**src/common/machine_mode_pkg.sv**
```systemverilog
// Machine mode privilege types
`default_nettype none

package machine_mode_pkg;

  typedef logic [31:0] word_t;

  // Machine CSR addresses, priv spec 1.7 map
  typedef enum logic [11:0] {
    CSR_MSTATUS  = 12'h300,
    CSR_MTVEC    = 12'h301,
    CSR_MTDELEG  = 12'h302,
    CSR_MIE      = 12'h304,
    CSR_MTIMECMP = 12'h321,
    CSR_MSCRATCH = 12'h340,
    CSR_MEPC     = 12'h341,
    CSR_MCAUSE   = 12'h342,
    CSR_MBADADDR = 12'h343,
    CSR_MIP      = 12'h344,
    CSR_MTIME    = 12'h701,
    CSR_MCPUID   = 12'hf00,
    CSR_MIMPID   = 12'hf01,
    CSR_MHARTID  = 12'hf10
  } csr_addr_t;

  // Machine privilege level encoding
  localparam logic [1:0] PRV_M = 2'b11;

  // Only ie and ie1 are live, the stack below stays in M
  typedef struct packed {
    logic [19:0] zero;
    logic [1:0]  prv3;
    logic        ie3;
    logic [1:0]  prv2;
    logic        ie2;
    logic [1:0]  prv1;
    logic        ie1;
    logic [1:0]  prv;
    logic        ie;
  } mstatus_t;

  typedef struct packed {
    logic [23:0] zero_1;
    logic        mtie;
    logic [2:0]  zero_0;
    logic        msie;
    logic [2:0]  zero;
  } mie_t;

  typedef struct packed {
    logic [23:0] zero_1;
    logic        mtip;
    logic [2:0]  zero_0;
    logic        msip;
    logic [2:0]  zero;
  } mip_t;

  typedef struct packed {
    logic        interrupt;
    logic [30:0] code;
  } mcause_t;

  // Exception codes, interrupt flag clear
  typedef enum logic [30:0] {
    EXC_FETCH_MISALIGN = 31'd0,
    EXC_ILLEGAL_INSN   = 31'd2,
    EXC_BREAKPOINT     = 31'd3,
    EXC_ECALL_M        = 31'd11
  } exc_code_t;

  // Interrupt codes share value 3 with breakpoint, hence their own enum
  typedef enum logic [30:0] {
    INT_SOFT  = 31'd3,
    INT_TIMER = 31'd7
  } int_code_t;

  typedef struct packed {
    logic        swap;
    logic        set;
    logic        clr;
    logic [11:0] addr;
    word_t       wdata;
  } csr_req_t;

  typedef struct packed {
    logic  fetch_misalign;
    logic  illegal;
    logic  ebreak;
    logic  ecall;
    word_t epc;
    word_t badaddr;
  } exc_req_t;

  typedef struct packed {
    logic    save;
    logic    restore;
    word_t   mepc;
    mcause_t mcause;
    word_t   mbadaddr;
  } trap_wr_t;

  typedef enum logic [1:0] {
    IDLE,
    SAVE,
    JUMP,
    RETURN
  } trap_state_t;

  // mcpuid fields
  localparam logic [1:0]  BASE_RV32 = 2'b00;
  localparam logic [25:0] EXT_I     = 26'h100;

endpackage

`default_nettype wire

```
**src/priv/machine_timer.sv**
```systemverilog
// Machine timer and compare
`timescale 1ns/1ns
`default_nettype none

module machine_timer import machine_mode_pkg::*; (
  input  logic  CLK,
  input  logic  nRST,
  input  logic  tcmp_we,
  input  word_t tcmp_wdata,
  output word_t mtime,
  output word_t mtimecmp,
  output logic  timer_int
);

  // Free-running, wraps at 2^32
  always_ff @(posedge CLK, negedge nRST) begin
    if (!nRST)
      mtime <= '0;
    else
      mtime <= mtime + 32'd1;
  end

  // Compare starts at max so nothing fires out of reset
  always_ff @(posedge CLK, negedge nRST) begin
    if (!nRST)
      mtimecmp <= '1;
    else if (tcmp_we)
      mtimecmp <= tcmp_wdata;
  end

  // Level, stays up until mtimecmp moves past mtime
  assign timer_int = (mtime >= mtimecmp);

endmodule

`default_nettype wire

```
**src/priv/trap_cause_sel.sv**
```systemverilog
// Trap cause priority encoder
`timescale 1ns/1ns
`default_nettype none

module trap_cause_sel import machine_mode_pkg::*; (
  input  exc_req_t exc_req,
  input  mstatus_t mstatus,
  input  mie_t     mie,
  input  mip_t     mip,
  output logic     trap_valid,
  output mcause_t  trap_cause
);

  logic timer_pend, soft_pend;

  // Interrupt must be globally enabled, enabled and pending
  assign timer_pend = mstatus.ie & mie.mtie & mip.mtip;
  assign soft_pend  = mstatus.ie & mie.msie & mip.msip;

  always_comb begin
    trap_valid = 1'b1;
    trap_cause = '0;
    // Fixed order, exceptions first
    if (exc_req.fetch_misalign)
      trap_cause.code = EXC_FETCH_MISALIGN;
    else if (exc_req.illegal)
      trap_cause.code = EXC_ILLEGAL_INSN;
    else if (exc_req.ebreak)
      trap_cause.code = EXC_BREAKPOINT;
    else if (exc_req.ecall)
      trap_cause.code = EXC_ECALL_M;
    else if (timer_pend) begin
      trap_cause.interrupt = 1'b1;
      trap_cause.code      = INT_TIMER;
    end else if (soft_pend) begin
      trap_cause.interrupt = 1'b1;
      trap_cause.code      = INT_SOFT;
    end else
      trap_valid = 1'b0;
  end

endmodule

`default_nettype wire

```
**src/priv/trap_ctrl.sv**
```systemverilog
// Trap entry and return sequencer
`timescale 1ns/1ns
`default_nettype none

module trap_ctrl import machine_mode_pkg::*; (
  input  logic     CLK,
  input  logic     nRST,
  input  logic     trap_valid,
  input  mcause_t  trap_cause,
  input  exc_req_t exc_req,
  input  logic     eret,
  input  word_t    mtvec,
  input  word_t    mepc,
  output trap_wr_t trap_wr,
  output logic     insert_pc,
  output word_t    priv_pc
);

  trap_state_t state, state_next;

  // Values captured at the trap boundary
  mcause_t cause_q;
  word_t   epc_q;
  word_t   badaddr_q;
  logic    take_trap;
  logic    take_eret;

  // Exceptions beat eret and eret beats interrupts
  assign take_eret = (state == IDLE) && eret && (!trap_valid || trap_cause.interrupt);
  // Only IDLE looks at requests
  assign take_trap = (state == IDLE) && trap_valid && !take_eret;

  always_comb begin
    state_next = state;
    case (state)
      IDLE: begin
        if (take_trap)
          state_next = SAVE;
        else if (take_eret)
          state_next = RETURN;
      end
      SAVE:    state_next = JUMP;
      JUMP:    state_next = IDLE;
      RETURN:  state_next = IDLE;
      default: state_next = IDLE;
    endcase
  end

  always_ff @(posedge CLK, negedge nRST) begin
    if (!nRST)
      state <= IDLE;
    else
      state <= state_next;
  end

  // Capture cause and addresses on entry
  always_ff @(posedge CLK) begin
    if (take_trap) begin
      cause_q   <= trap_cause;
      epc_q     <= exc_req.epc;
      // badaddr only meaningful for a misaligned fetch
      badaddr_q <= exc_req.fetch_misalign ? exc_req.badaddr : '0;
    end
  end

  always_comb begin
    trap_wr          = '0;
    trap_wr.save     = (state == SAVE);
    trap_wr.restore  = (state == RETURN);
    trap_wr.mepc     = epc_q;
    trap_wr.mcause   = cause_q;
    trap_wr.mbadaddr = badaddr_q;
  end

  // Redirect to the handler or back to mepc
  assign insert_pc = (state == JUMP) || (state == RETURN);
  assign priv_pc   = (state == RETURN) ? mepc : mtvec;

endmodule

`default_nettype wire

```
**src/priv/csr_rfile.sv**
```systemverilog
// Machine CSR register file
`timescale 1ns/1ns
`default_nettype none

module csr_rfile import machine_mode_pkg::*; #(
  parameter word_t MTVEC_ADDR = 32'h100,
  parameter word_t HART_ID    = 32'h0
) (
  input  logic     CLK,
  input  logic     nRST,
  input  csr_req_t csr_req,
  input  trap_wr_t trap_wr,
  input  logic     msip_in,
  input  word_t    mtime,
  input  word_t    mtimecmp,
  input  logic     timer_int,
  output word_t    rdata,
  output logic     invalid_csr,
  output logic     tcmp_we,
  output word_t    tcmp_wdata,
  output word_t    mtvec,
  output word_t    mepc,
  output mstatus_t mstatus,
  output mie_t     mie,
  output mip_t     mip
);

  // Live state bits
  logic    ie, ie1;
  logic    msie, mtie;
  word_t   mscratch;
  mcause_t mcause;
  word_t   mbadaddr;

  // Pipeline access decode
  logic  csr_op;
  logic  valid_addr;
  word_t rup_data;
  word_t mcpuid;

  assign mcpuid = {BASE_RV32, 4'b0, EXT_I};
  assign mtvec  = MTVEC_ADDR;

  // Assemble the architectural views, dead fields fixed
  always_comb begin
    mstatus      = '0;
    mstatus.prv  = PRV_M;
    mstatus.prv1 = PRV_M;
    mstatus.prv2 = PRV_M;
    mstatus.prv3 = PRV_M;
    mstatus.ie   = ie;
    mstatus.ie1  = ie1;
    mie          = '0;
    mie.msie     = msie;
    mie.mtie     = mtie;
    mip          = '0;
    mip.msip     = msip_in;
    mip.mtip     = timer_int;
  end

  assign csr_op      = csr_req.swap | csr_req.set | csr_req.clr;
  assign invalid_csr = csr_op & ~valid_addr;

  // Read-modify-write value, set is the fall-through
  assign rup_data = csr_req.swap ? csr_req.wdata :
                    csr_req.clr  ? (rdata & ~csr_req.wdata) :
                                   (rdata | csr_req.wdata);

  // Read mux, combinational
  always_comb begin
    valid_addr = 1'b1;
    case (csr_req.addr)
      CSR_MCPUID:   rdata = mcpuid;
      CSR_MIMPID:   rdata = '0;
      CSR_MHARTID:  rdata = HART_ID;
      CSR_MSTATUS:  rdata = mstatus;
      CSR_MTVEC:    rdata = mtvec;
      CSR_MTDELEG:  rdata = '0;
      CSR_MIE:      rdata = mie;
      CSR_MTIMECMP: rdata = mtimecmp;
      CSR_MSCRATCH: rdata = mscratch;
      CSR_MEPC:     rdata = mepc;
      CSR_MCAUSE:   rdata = mcause;
      CSR_MBADADDR: rdata = mbadaddr;
      CSR_MIP:      rdata = mip;
      CSR_MTIME:    rdata = mtime;
      // Protection, lower modes, other counters and host regs are absent
      12'h380, 12'h381, 12'h382, 12'h383, 12'h384, 12'h385,
      12'hb01, 12'hb81, 12'h741, 12'h780, 12'h781: rdata = '0;
      default: begin
        valid_addr = 1'b0;
        rdata      = '0;
      end
    endcase
  end

  // mtimecmp lives in the timer
  assign tcmp_we    = csr_op && (csr_req.addr == CSR_MTIMECMP);
  assign tcmp_wdata = rup_data;

  // mstatus, trap stacking wins over pipeline writes
  always_ff @(posedge CLK, negedge nRST) begin
    if (!nRST) begin
      ie  <= 1'b1;
      ie1 <= 1'b0;
    end else if (trap_wr.save) begin
      ie1 <= ie;
      ie  <= 1'b0;
    end else if (trap_wr.restore) begin
      ie  <= ie1;
      ie1 <= 1'b1;
    end else if (csr_op && (csr_req.addr == CSR_MSTATUS)) begin
      ie  <= rup_data[0];
      ie1 <= rup_data[3];
    end
  end

  // Trap handling registers, read-only to the pipeline
  always_ff @(posedge CLK, negedge nRST) begin
    if (!nRST) begin
      mepc     <= '0;
      mcause   <= '0;
      mbadaddr <= '0;
    end else if (trap_wr.save) begin
      mepc     <= trap_wr.mepc;
      mcause   <= trap_wr.mcause;
      mbadaddr <= trap_wr.mbadaddr;
    end
  end

  // Pipeline-only registers
  always_ff @(posedge CLK, negedge nRST) begin
    if (!nRST) begin
      msie     <= 1'b0;
      mtie     <= 1'b0;
      mscratch <= '0;
    end else if (csr_op) begin
      if (csr_req.addr == CSR_MIE) begin
        msie <= rup_data[3];
        mtie <= rup_data[7];
      end
      if (csr_req.addr == CSR_MSCRATCH)
        mscratch <= rup_data;
    end
  end

endmodule

`default_nettype wire

```
**src/hdl/priv_unit.sv**
```systemverilog
// Machine mode privilege unit
`timescale 1ns/1ns
`default_nettype none

module priv_unit import machine_mode_pkg::*; #(
  parameter word_t MTVEC_ADDR = 32'h100,
  parameter word_t HART_ID    = 32'h0
) (
  input  logic     CLK,
  input  logic     nRST,
  input  csr_req_t csr_req,
  input  exc_req_t exc_req,
  input  logic     eret,
  input  logic     msip_in,
  output word_t    rdata,
  output logic     invalid_csr,
  output logic     insert_pc,
  output word_t    priv_pc
);

  // CSR state toward the trap logic
  word_t    mtvec, mepc;
  mstatus_t mstatus;
  mie_t     mie;
  mip_t     mip;

  // Trap path
  logic     trap_valid;
  mcause_t  trap_cause;
  trap_wr_t trap_wr;

  // Timer path
  word_t mtime, mtimecmp, tcmp_wdata;
  logic  timer_int, tcmp_we;

  csr_rfile #(
    .MTVEC_ADDR (MTVEC_ADDR),
    .HART_ID    (HART_ID)
  ) u_csr_rfile (
    .CLK         (CLK),
    .nRST        (nRST),
    .csr_req     (csr_req),
    .trap_wr     (trap_wr),
    .msip_in     (msip_in),
    .mtime       (mtime),
    .mtimecmp    (mtimecmp),
    .timer_int   (timer_int),
    .rdata       (rdata),
    .invalid_csr (invalid_csr),
    .tcmp_we     (tcmp_we),
    .tcmp_wdata  (tcmp_wdata),
    .mtvec       (mtvec),
    .mepc        (mepc),
    .mstatus     (mstatus),
    .mie         (mie),
    .mip         (mip)
  );

  trap_cause_sel u_trap_cause_sel (
    .exc_req    (exc_req),
    .mstatus    (mstatus),
    .mie        (mie),
    .mip        (mip),
    .trap_valid (trap_valid),
    .trap_cause (trap_cause)
  );

  trap_ctrl u_trap_ctrl (
    .CLK        (CLK),
    .nRST       (nRST),
    .trap_valid (trap_valid),
    .trap_cause (trap_cause),
    .exc_req    (exc_req),
    .eret       (eret),
    .mtvec      (mtvec),
    .mepc       (mepc),
    .trap_wr    (trap_wr),
    .insert_pc  (insert_pc),
    .priv_pc    (priv_pc)
  );

  machine_timer u_machine_timer (
    .CLK        (CLK),
    .nRST       (nRST),
    .tcmp_we    (tcmp_we),
    .tcmp_wdata (tcmp_wdata),
    .mtime      (mtime),
    .mtimecmp   (mtimecmp),
    .timer_int  (timer_int)
  );

endmodule

`default_nettype wire

```
**config.mk**
```make
export PLATFORM = sky130hd
export DESIGN_NAME = priv_unit
export DESIGN_NICKNAME = d
export VERILOG_FILES = /design/src/common/machine_mode_pkg.sv /design/src/priv/machine_timer.sv /design/src/priv/trap_cause_sel.sv /design/src/priv/trap_ctrl.sv /design/src/priv/csr_rfile.sv /design/src/hdl/priv_unit.sv
export SDC_FILE = /design/constraint.sdc
export NUM_CORES = 1
export LEC_CHECK = 0
export ABC_AREA = 1
export BUFFER_PORTS_ARGS = -buffer_cell sky130_fd_sc_hd__buf_2
export CAP_MARGIN = 10
export CORE_MARGIN = 10
export CORE_UTILIZATION = 60
export CTS_CLUSTER_SIZE = 14
export DETAILED_ROUTE_END_ITERATION = 8
export PLACE_DENSITY_LB_ADDON = 0.25
export SYNTH_ARGS = -nofsm -noshare
export SYNTH_HDL_FRONTEND = slang
export SYNTH_HIERARCHICAL = 1
export SYNTH_SLANG_ARGS = --single-unit
export TNS_END_PERCENT = 30
```
**constraint.sdc**
```tcl
create_clock -name CLK -period 19.9 [get_ports CLK]
set_clock_uncertainty 0.05 [all_clocks]
set_input_delay 5.97 -clock CLK [delete_from_list [all_inputs] [get_ports CLK]]
set_output_delay 5.97 -clock CLK [all_outputs]
set_load 0.05 [all_outputs]
```
# Word-level counts from Yosys, hierarchy flattened
# Index checks and enable logic that the tools add are counted.
[op_classes] n_addsub=1 magnitude_cmp=1 n_eq_ne=29 muxes=29 bitwise=11 reduce_logical=21
[ops] cell="$pmux 32 s10" count=1
[ops] cell="$eq 12x10->1 const B" count=16
[ops] cell="$mux 32" count=5
[ops] cell="$eq 12x12->1 const B" count=5
[ops] cell="$eq 12x11->1 const B" count=4
[ops] cell="$add 32x1->32 const B" count=1
[ops] cell="$and 32x32->32" count=1
[ops] cell="$ge 32x32->1" count=1
[ops] cell="$not 32->32" count=1
[ops] cell="$or 32x32->32" count=1
[ops] cell="$reduce_or 25->1" count=1
[ops] cell="$mux 1" count=17
[ops] cell="$mux 2" count=4
[ops] cell="$logic_and 1x1->1" count=6
[ops] cell="$pmux 2 s3" count=1
[ops] cell="$reduce_or 2->1" count=3
[ops] cell="$and 1x1->1" count=5
[ops] cell="$reduce_or 5->1" count=1
[ops] cell="$eq 2x2->1 const B" count=2
[ops] cell="$mux 4" count=1
[ops] cell="$reduce_and 2->1" count=2
[ops] cell="$reduce_or 4->1" count=1
[ops] cell="$ne 3x1->1 const B" count=1
[ops] cell="$reduce_bool 3->1" count=1
[ops] cell="7 further kinds" count=10
[totals] regBits=294 inputBits=119 output_inout_bits=66 elab_cells=112

# Logic depth before layout (Yosys ltp)
[depth] word_depth=15 mapped_depth=22 ltp_nobuf=21

# Hierarchy
# The synthesis kept the hierarchy.
[modules_own_cells] module="csr_rfile" instances=1 cells_each=1221 area_each_um2=8738.4 seq_area_each_um2=3304.4
[modules_own_cells] module="machine_timer" instances=1 cells_each=448 area_each_um2=3776.1 seq_area_each_um2=1641.6
[modules_own_cells] module="trap_ctrl" instances=1 cells_each=280 area_each_um2=3657.3 seq_area_each_um2=2932.8
[modules_own_cells] module="trap_cause_sel" instances=1 cells_each=45 area_each_um2=300.3 seq_area_each_um2=0.0

# Worst setup path before layout
# Ideal clock, no wire load.
[synth_path] path_kind="input port to output port" start="input port csr_req[32] (netlist name)" end="output port invalid_csr" arrival_ns=7.555 required_ns=13.880 setup_slack_ns=6.325 path_stages=10 path_buffers=1 cell_sequence="inv_1 > nor2_1 > nand2_2 > nor2_4 > nand2_4 > buf_2 > nand2_1 > a221oi_1 > nand3_1 > nor2_1"
[synth_between] elab_chain_len=5 elab_cells_between_ends=29 classes_between="25 x eq/ne; 1 x mux; 2 x bitwise; 1 x reduce/logical"
[synth_rtl] element="start: declaration" line_no="priv_unit.sv:11" source="input csr_req_t csr_req,"
[synth_rtl] element="$eq 12x12->1, or another cell as far along" line_no="csr_rfile.sv:72" source="case (csr_req.addr)"
[synth_rtl] element="$reduce_or 25->1 (no source line) *"
[synth_rtl] element="$mux 1 *" line_no="csr_rfile.sv:72"
[synth_rtl] element="$not 1->1 *" line_no="csr_rfile.sv:62" source="assign invalid_csr = csr_op & ~valid_addr;"
[synth_rtl] element="$and 1x1->1 *" line_no="csr_rfile.sv:62"
[synth_rtl] element="end: declaration" line_no="priv_unit.sv:16" source="output logic invalid_csr,"
# Mark *: on every way between the ends. The rest lies on a longest branch, timed or not.

# Worst setup path in the final report
[layout_path] start="input port csr_req[42] (netlist name)" end="output port rdata[13]"
[layout_between] elab_chain_len=3 elab_cells_between_ends=13 classes_between="11 x eq/ne; 1 x mux; 1 x reduce/logical"
[layout_rtl] element="$eq 12x12->1 / $eq 12x10->1 (equally long branches)" line_no="csr_rfile.sv:72"
[layout_rtl] element="$reduce_or 2->1 (no source line)"
[layout_rtl] element="$pmux 32 s10 *" line_no="csr_rfile.sv:72"
[layout_rtl] element="end: declaration" line_no="priv_unit.sv:15" source="output word_t rdata,"
# Marked as above.

==> impl_metrics.ini <==
[setup_path]
worstRegToRegCells = 18
required_ps = 13880
crit_path_max_fanout = 25
cp.depth = 9
crit_path_top_delay_cell = nand3_1
r2r_setup_slack_ps = 15560
crit_chain = buf_2, inv_2, nand2_2, nor2_4, nand3_1, o21ai_1, nor2_1, nand2_2, buf_2
path_delay_family = simple AND/OR/NAND/NOR gates
arrival_ps = 8670
r2r_start = u_machine_timer/mtimecmp[17]
cp_slowest_stage_delay_ps = 900
worstSetupPathType = input pin to output port
crit_buf_inv = 3
worst_setup_path_end_kind = output port
endpoint = rdata[13]
crit_start = csr_req[42]
r2r-end = u_trap_ctrl/trap_wr[51]
start_kind = input pin

[clock_tree]
cts_buffer_depth = 3
postCtsResizedCells = 0
cts-hold-fix-buffers = 0
clk_latency_ps = 580
cts_sinks = 294
post-cts-setup-buffer-count = 0
htreeDepth = 1
root_buffer = clkbuf_16
clk_pin_slew_worst_paths_ps = 60
cts-buffers-inserted = 31
cts_tree = done

[global_routing]
grt.total_usage = 0.272
grt_pass1_vias = 12700
antenna_found_initial = 1
globalRoute.totalOverflow = 0
grt_pass1_wl_um = 70600
grt_max_degree = 101

[drt]
first_pass_iters = 5
route.vias.total = 12700
ant_nets = 0
drt_iter0_drc = 1271
routedWlPerCell_um = 19.0
vias_per_cell = 5.25
drcViolationCount = 0
routed_wl_um = 46100

[outcome]
status = complete, no violations

[min_path]
worstHoldPathType = flip-flop to flip-flop

[yosys]
netlist_area_um2 = 15800
syn_area_per_cell_um2 = 8.30
ys_warn_count = 6
netlist_instances = 1903

[place]
portBuffers = 184
place_area_um2 = 16600
routabilityCongestion = 0.995
hpwl_um = 33500

[timing]
grt_setup_unrepaired = no
slew_viol_final = 0
fin_setup_tns_ps = 0
hold_viol = 0
fmax_mhz = 68.1
min_period_ps = 14690
max_slew_margin = 0.242
worst_pin_slew_ps = 1140
post-route-period-util = 0.738
setup_violations = 0
whs_ps = 402

[floorplan]
ios = 185
die_w_um = 182
die_y_um = 182
initial_utilization = 0.608
coreArea_um2 = 26000
rows = 59
dieArea_um2 = 33200

[final_layout]
fin_area_um2 = 17600
drive_gt1_frac = 0.202
diodes = 0
fin_nets = 2213
syn_to_final_growth_pct = 11.4

[power]
ir_drop_uv = 136
powerDensity_nw_per_um2 = 111
power_leakage_nw = 9.27

[job]
drv_cap = 0
-- worst min-delay path by stage --
| stage | start | end | cells after the start | slack (ps) |
|---|---|---|---|---|
| 6_report | u_trap_ctrl/badaddr_q[22] | u_csr_rfile/mbadaddr[22] | 2 | 400 |
| 5_1_grt | u_trap_ctrl/trap_wr[36] | u_csr_rfile/mcause[4] | 2 | 420 |
| 4_1_cts | u_trap_ctrl/epc_q[1] | u_csr_rfile/mepc[1] | 2 | 400 |
| 3_5_place_dp | u_trap_ctrl/epc_q[1] | u_csr_rfile/mepc[1] | 2 | 390 |
| 3_3_place_gp | u_trap_ctrl/epc_q[6] | u_csr_rfile/mepc[6] | 2 | 380 |
| 2_1_floorplan | u_trap_ctrl/badaddr_q[0] | u_csr_rfile/mbadaddr[0] | 2 | 380 |
-- placed cells by master (no fill, tap or decap), types with 3 or more instances in the layout --
master,n
nor3_1,14
nor2_1,187
o21a_1,3
nor3_2,7
nor2_8,3
buf_2,183
o21ai_0,117
o21ai_2,4
nand3_2,8
inv_1,214
clkbuf_1,15
conb_1,59
inv_2,13
nand3_1,45
mux2_2,40
edfxtp_1,96
clkbuf_16,31
nor2_4,14
nand2_1,630
nor2_2,9
a21oi_1,13
nand2_4,6
ha_1,33
nand3b_1,3
dfrtp_1,165
xnor2_1,9
nand2_2,41
nand4_1,11
dfstp_2,33
o21ai_1,27
buf_4,10
xor2_1,15
clkinv_2,5
clkbuf_8,4
-- state kept, by name (all words and copies together), names as in the netlist, 2 cells and up --
register / flops
u_csr_rfile/mbadaddr: 32
u_csr_rfile/mcause: 32
u_csr_rfile/mepc: 32
u_csr_rfile/mscratch: 32
u_machine_timer/mtime: 32
u_machine_timer/mtimecmp: 32
u_trap_ctrl/badaddr_q: 32
u_trap_ctrl/epc_q: 32
u_trap_ctrl/trap_wr: 32
u_trap_ctrl/state: 2
-- tightest hold or removal path, delay by kind of cell, from the launching register on --
kind | cells | cell delay, ps
AOI/OAI and AO/OA | 1 | 50
and+or+nand+nor | 1 | 50
DFF | 1 | 320
-- area by class of cell --
class	instances	area (um^2)
multi-input combinational	1311	6480
timing repair buffer	194	1000
sequential	294	7880
inverter	229	865
clock inverter	9	65.1
clock buffer	49	873
tap	335	419
fill	2161	8400
-- per-stage QoR --
| stage | utilization | power [W] | setup WS, ps | instances |
|---|---|---|---|---|
| 2_1_floorplan | - | 0.00125 | 6320 | 1959 |
| 3_3_place_gp | 0.641 | 0.00139 | 5450 | 2363 |
| 3_5_place_dp | 0.641 | 0.00140 | 5280 | 2363 |
| 4_1_cts | 0.677 | 0.00195 | 5270 | 2421 |
| 5_1_grt | 0.677 | 0.00204 | 5100 | 2421 |
| 6_report | 0.677 | 0.00195 | 5210 | 2421 |
-- report_power, final --
| part | internal [W] | total (W) | switching, W | leakage (nW) |
|---|---|---|---|---|
| clock network | 0.000302 | 0.000542 | 0.000240 | 0.457 |
| logic | 0.000135 | 0.000495 | 0.000360 | 5.42 |
| registers | 0.000825 | 0.000909 | 0.0000840 | 3.39 |
-- routing by layer --
layer,track usage,vias to the layer above,part of all wire
met4,0.0911,0,0.031
met1,0.373,5936,0.43
met3,0.0698,90,0.10
met2,0.412,552,0.44
li1,-,6141,-
met5,0,-,0
Power figures use the tool's default switching activity.
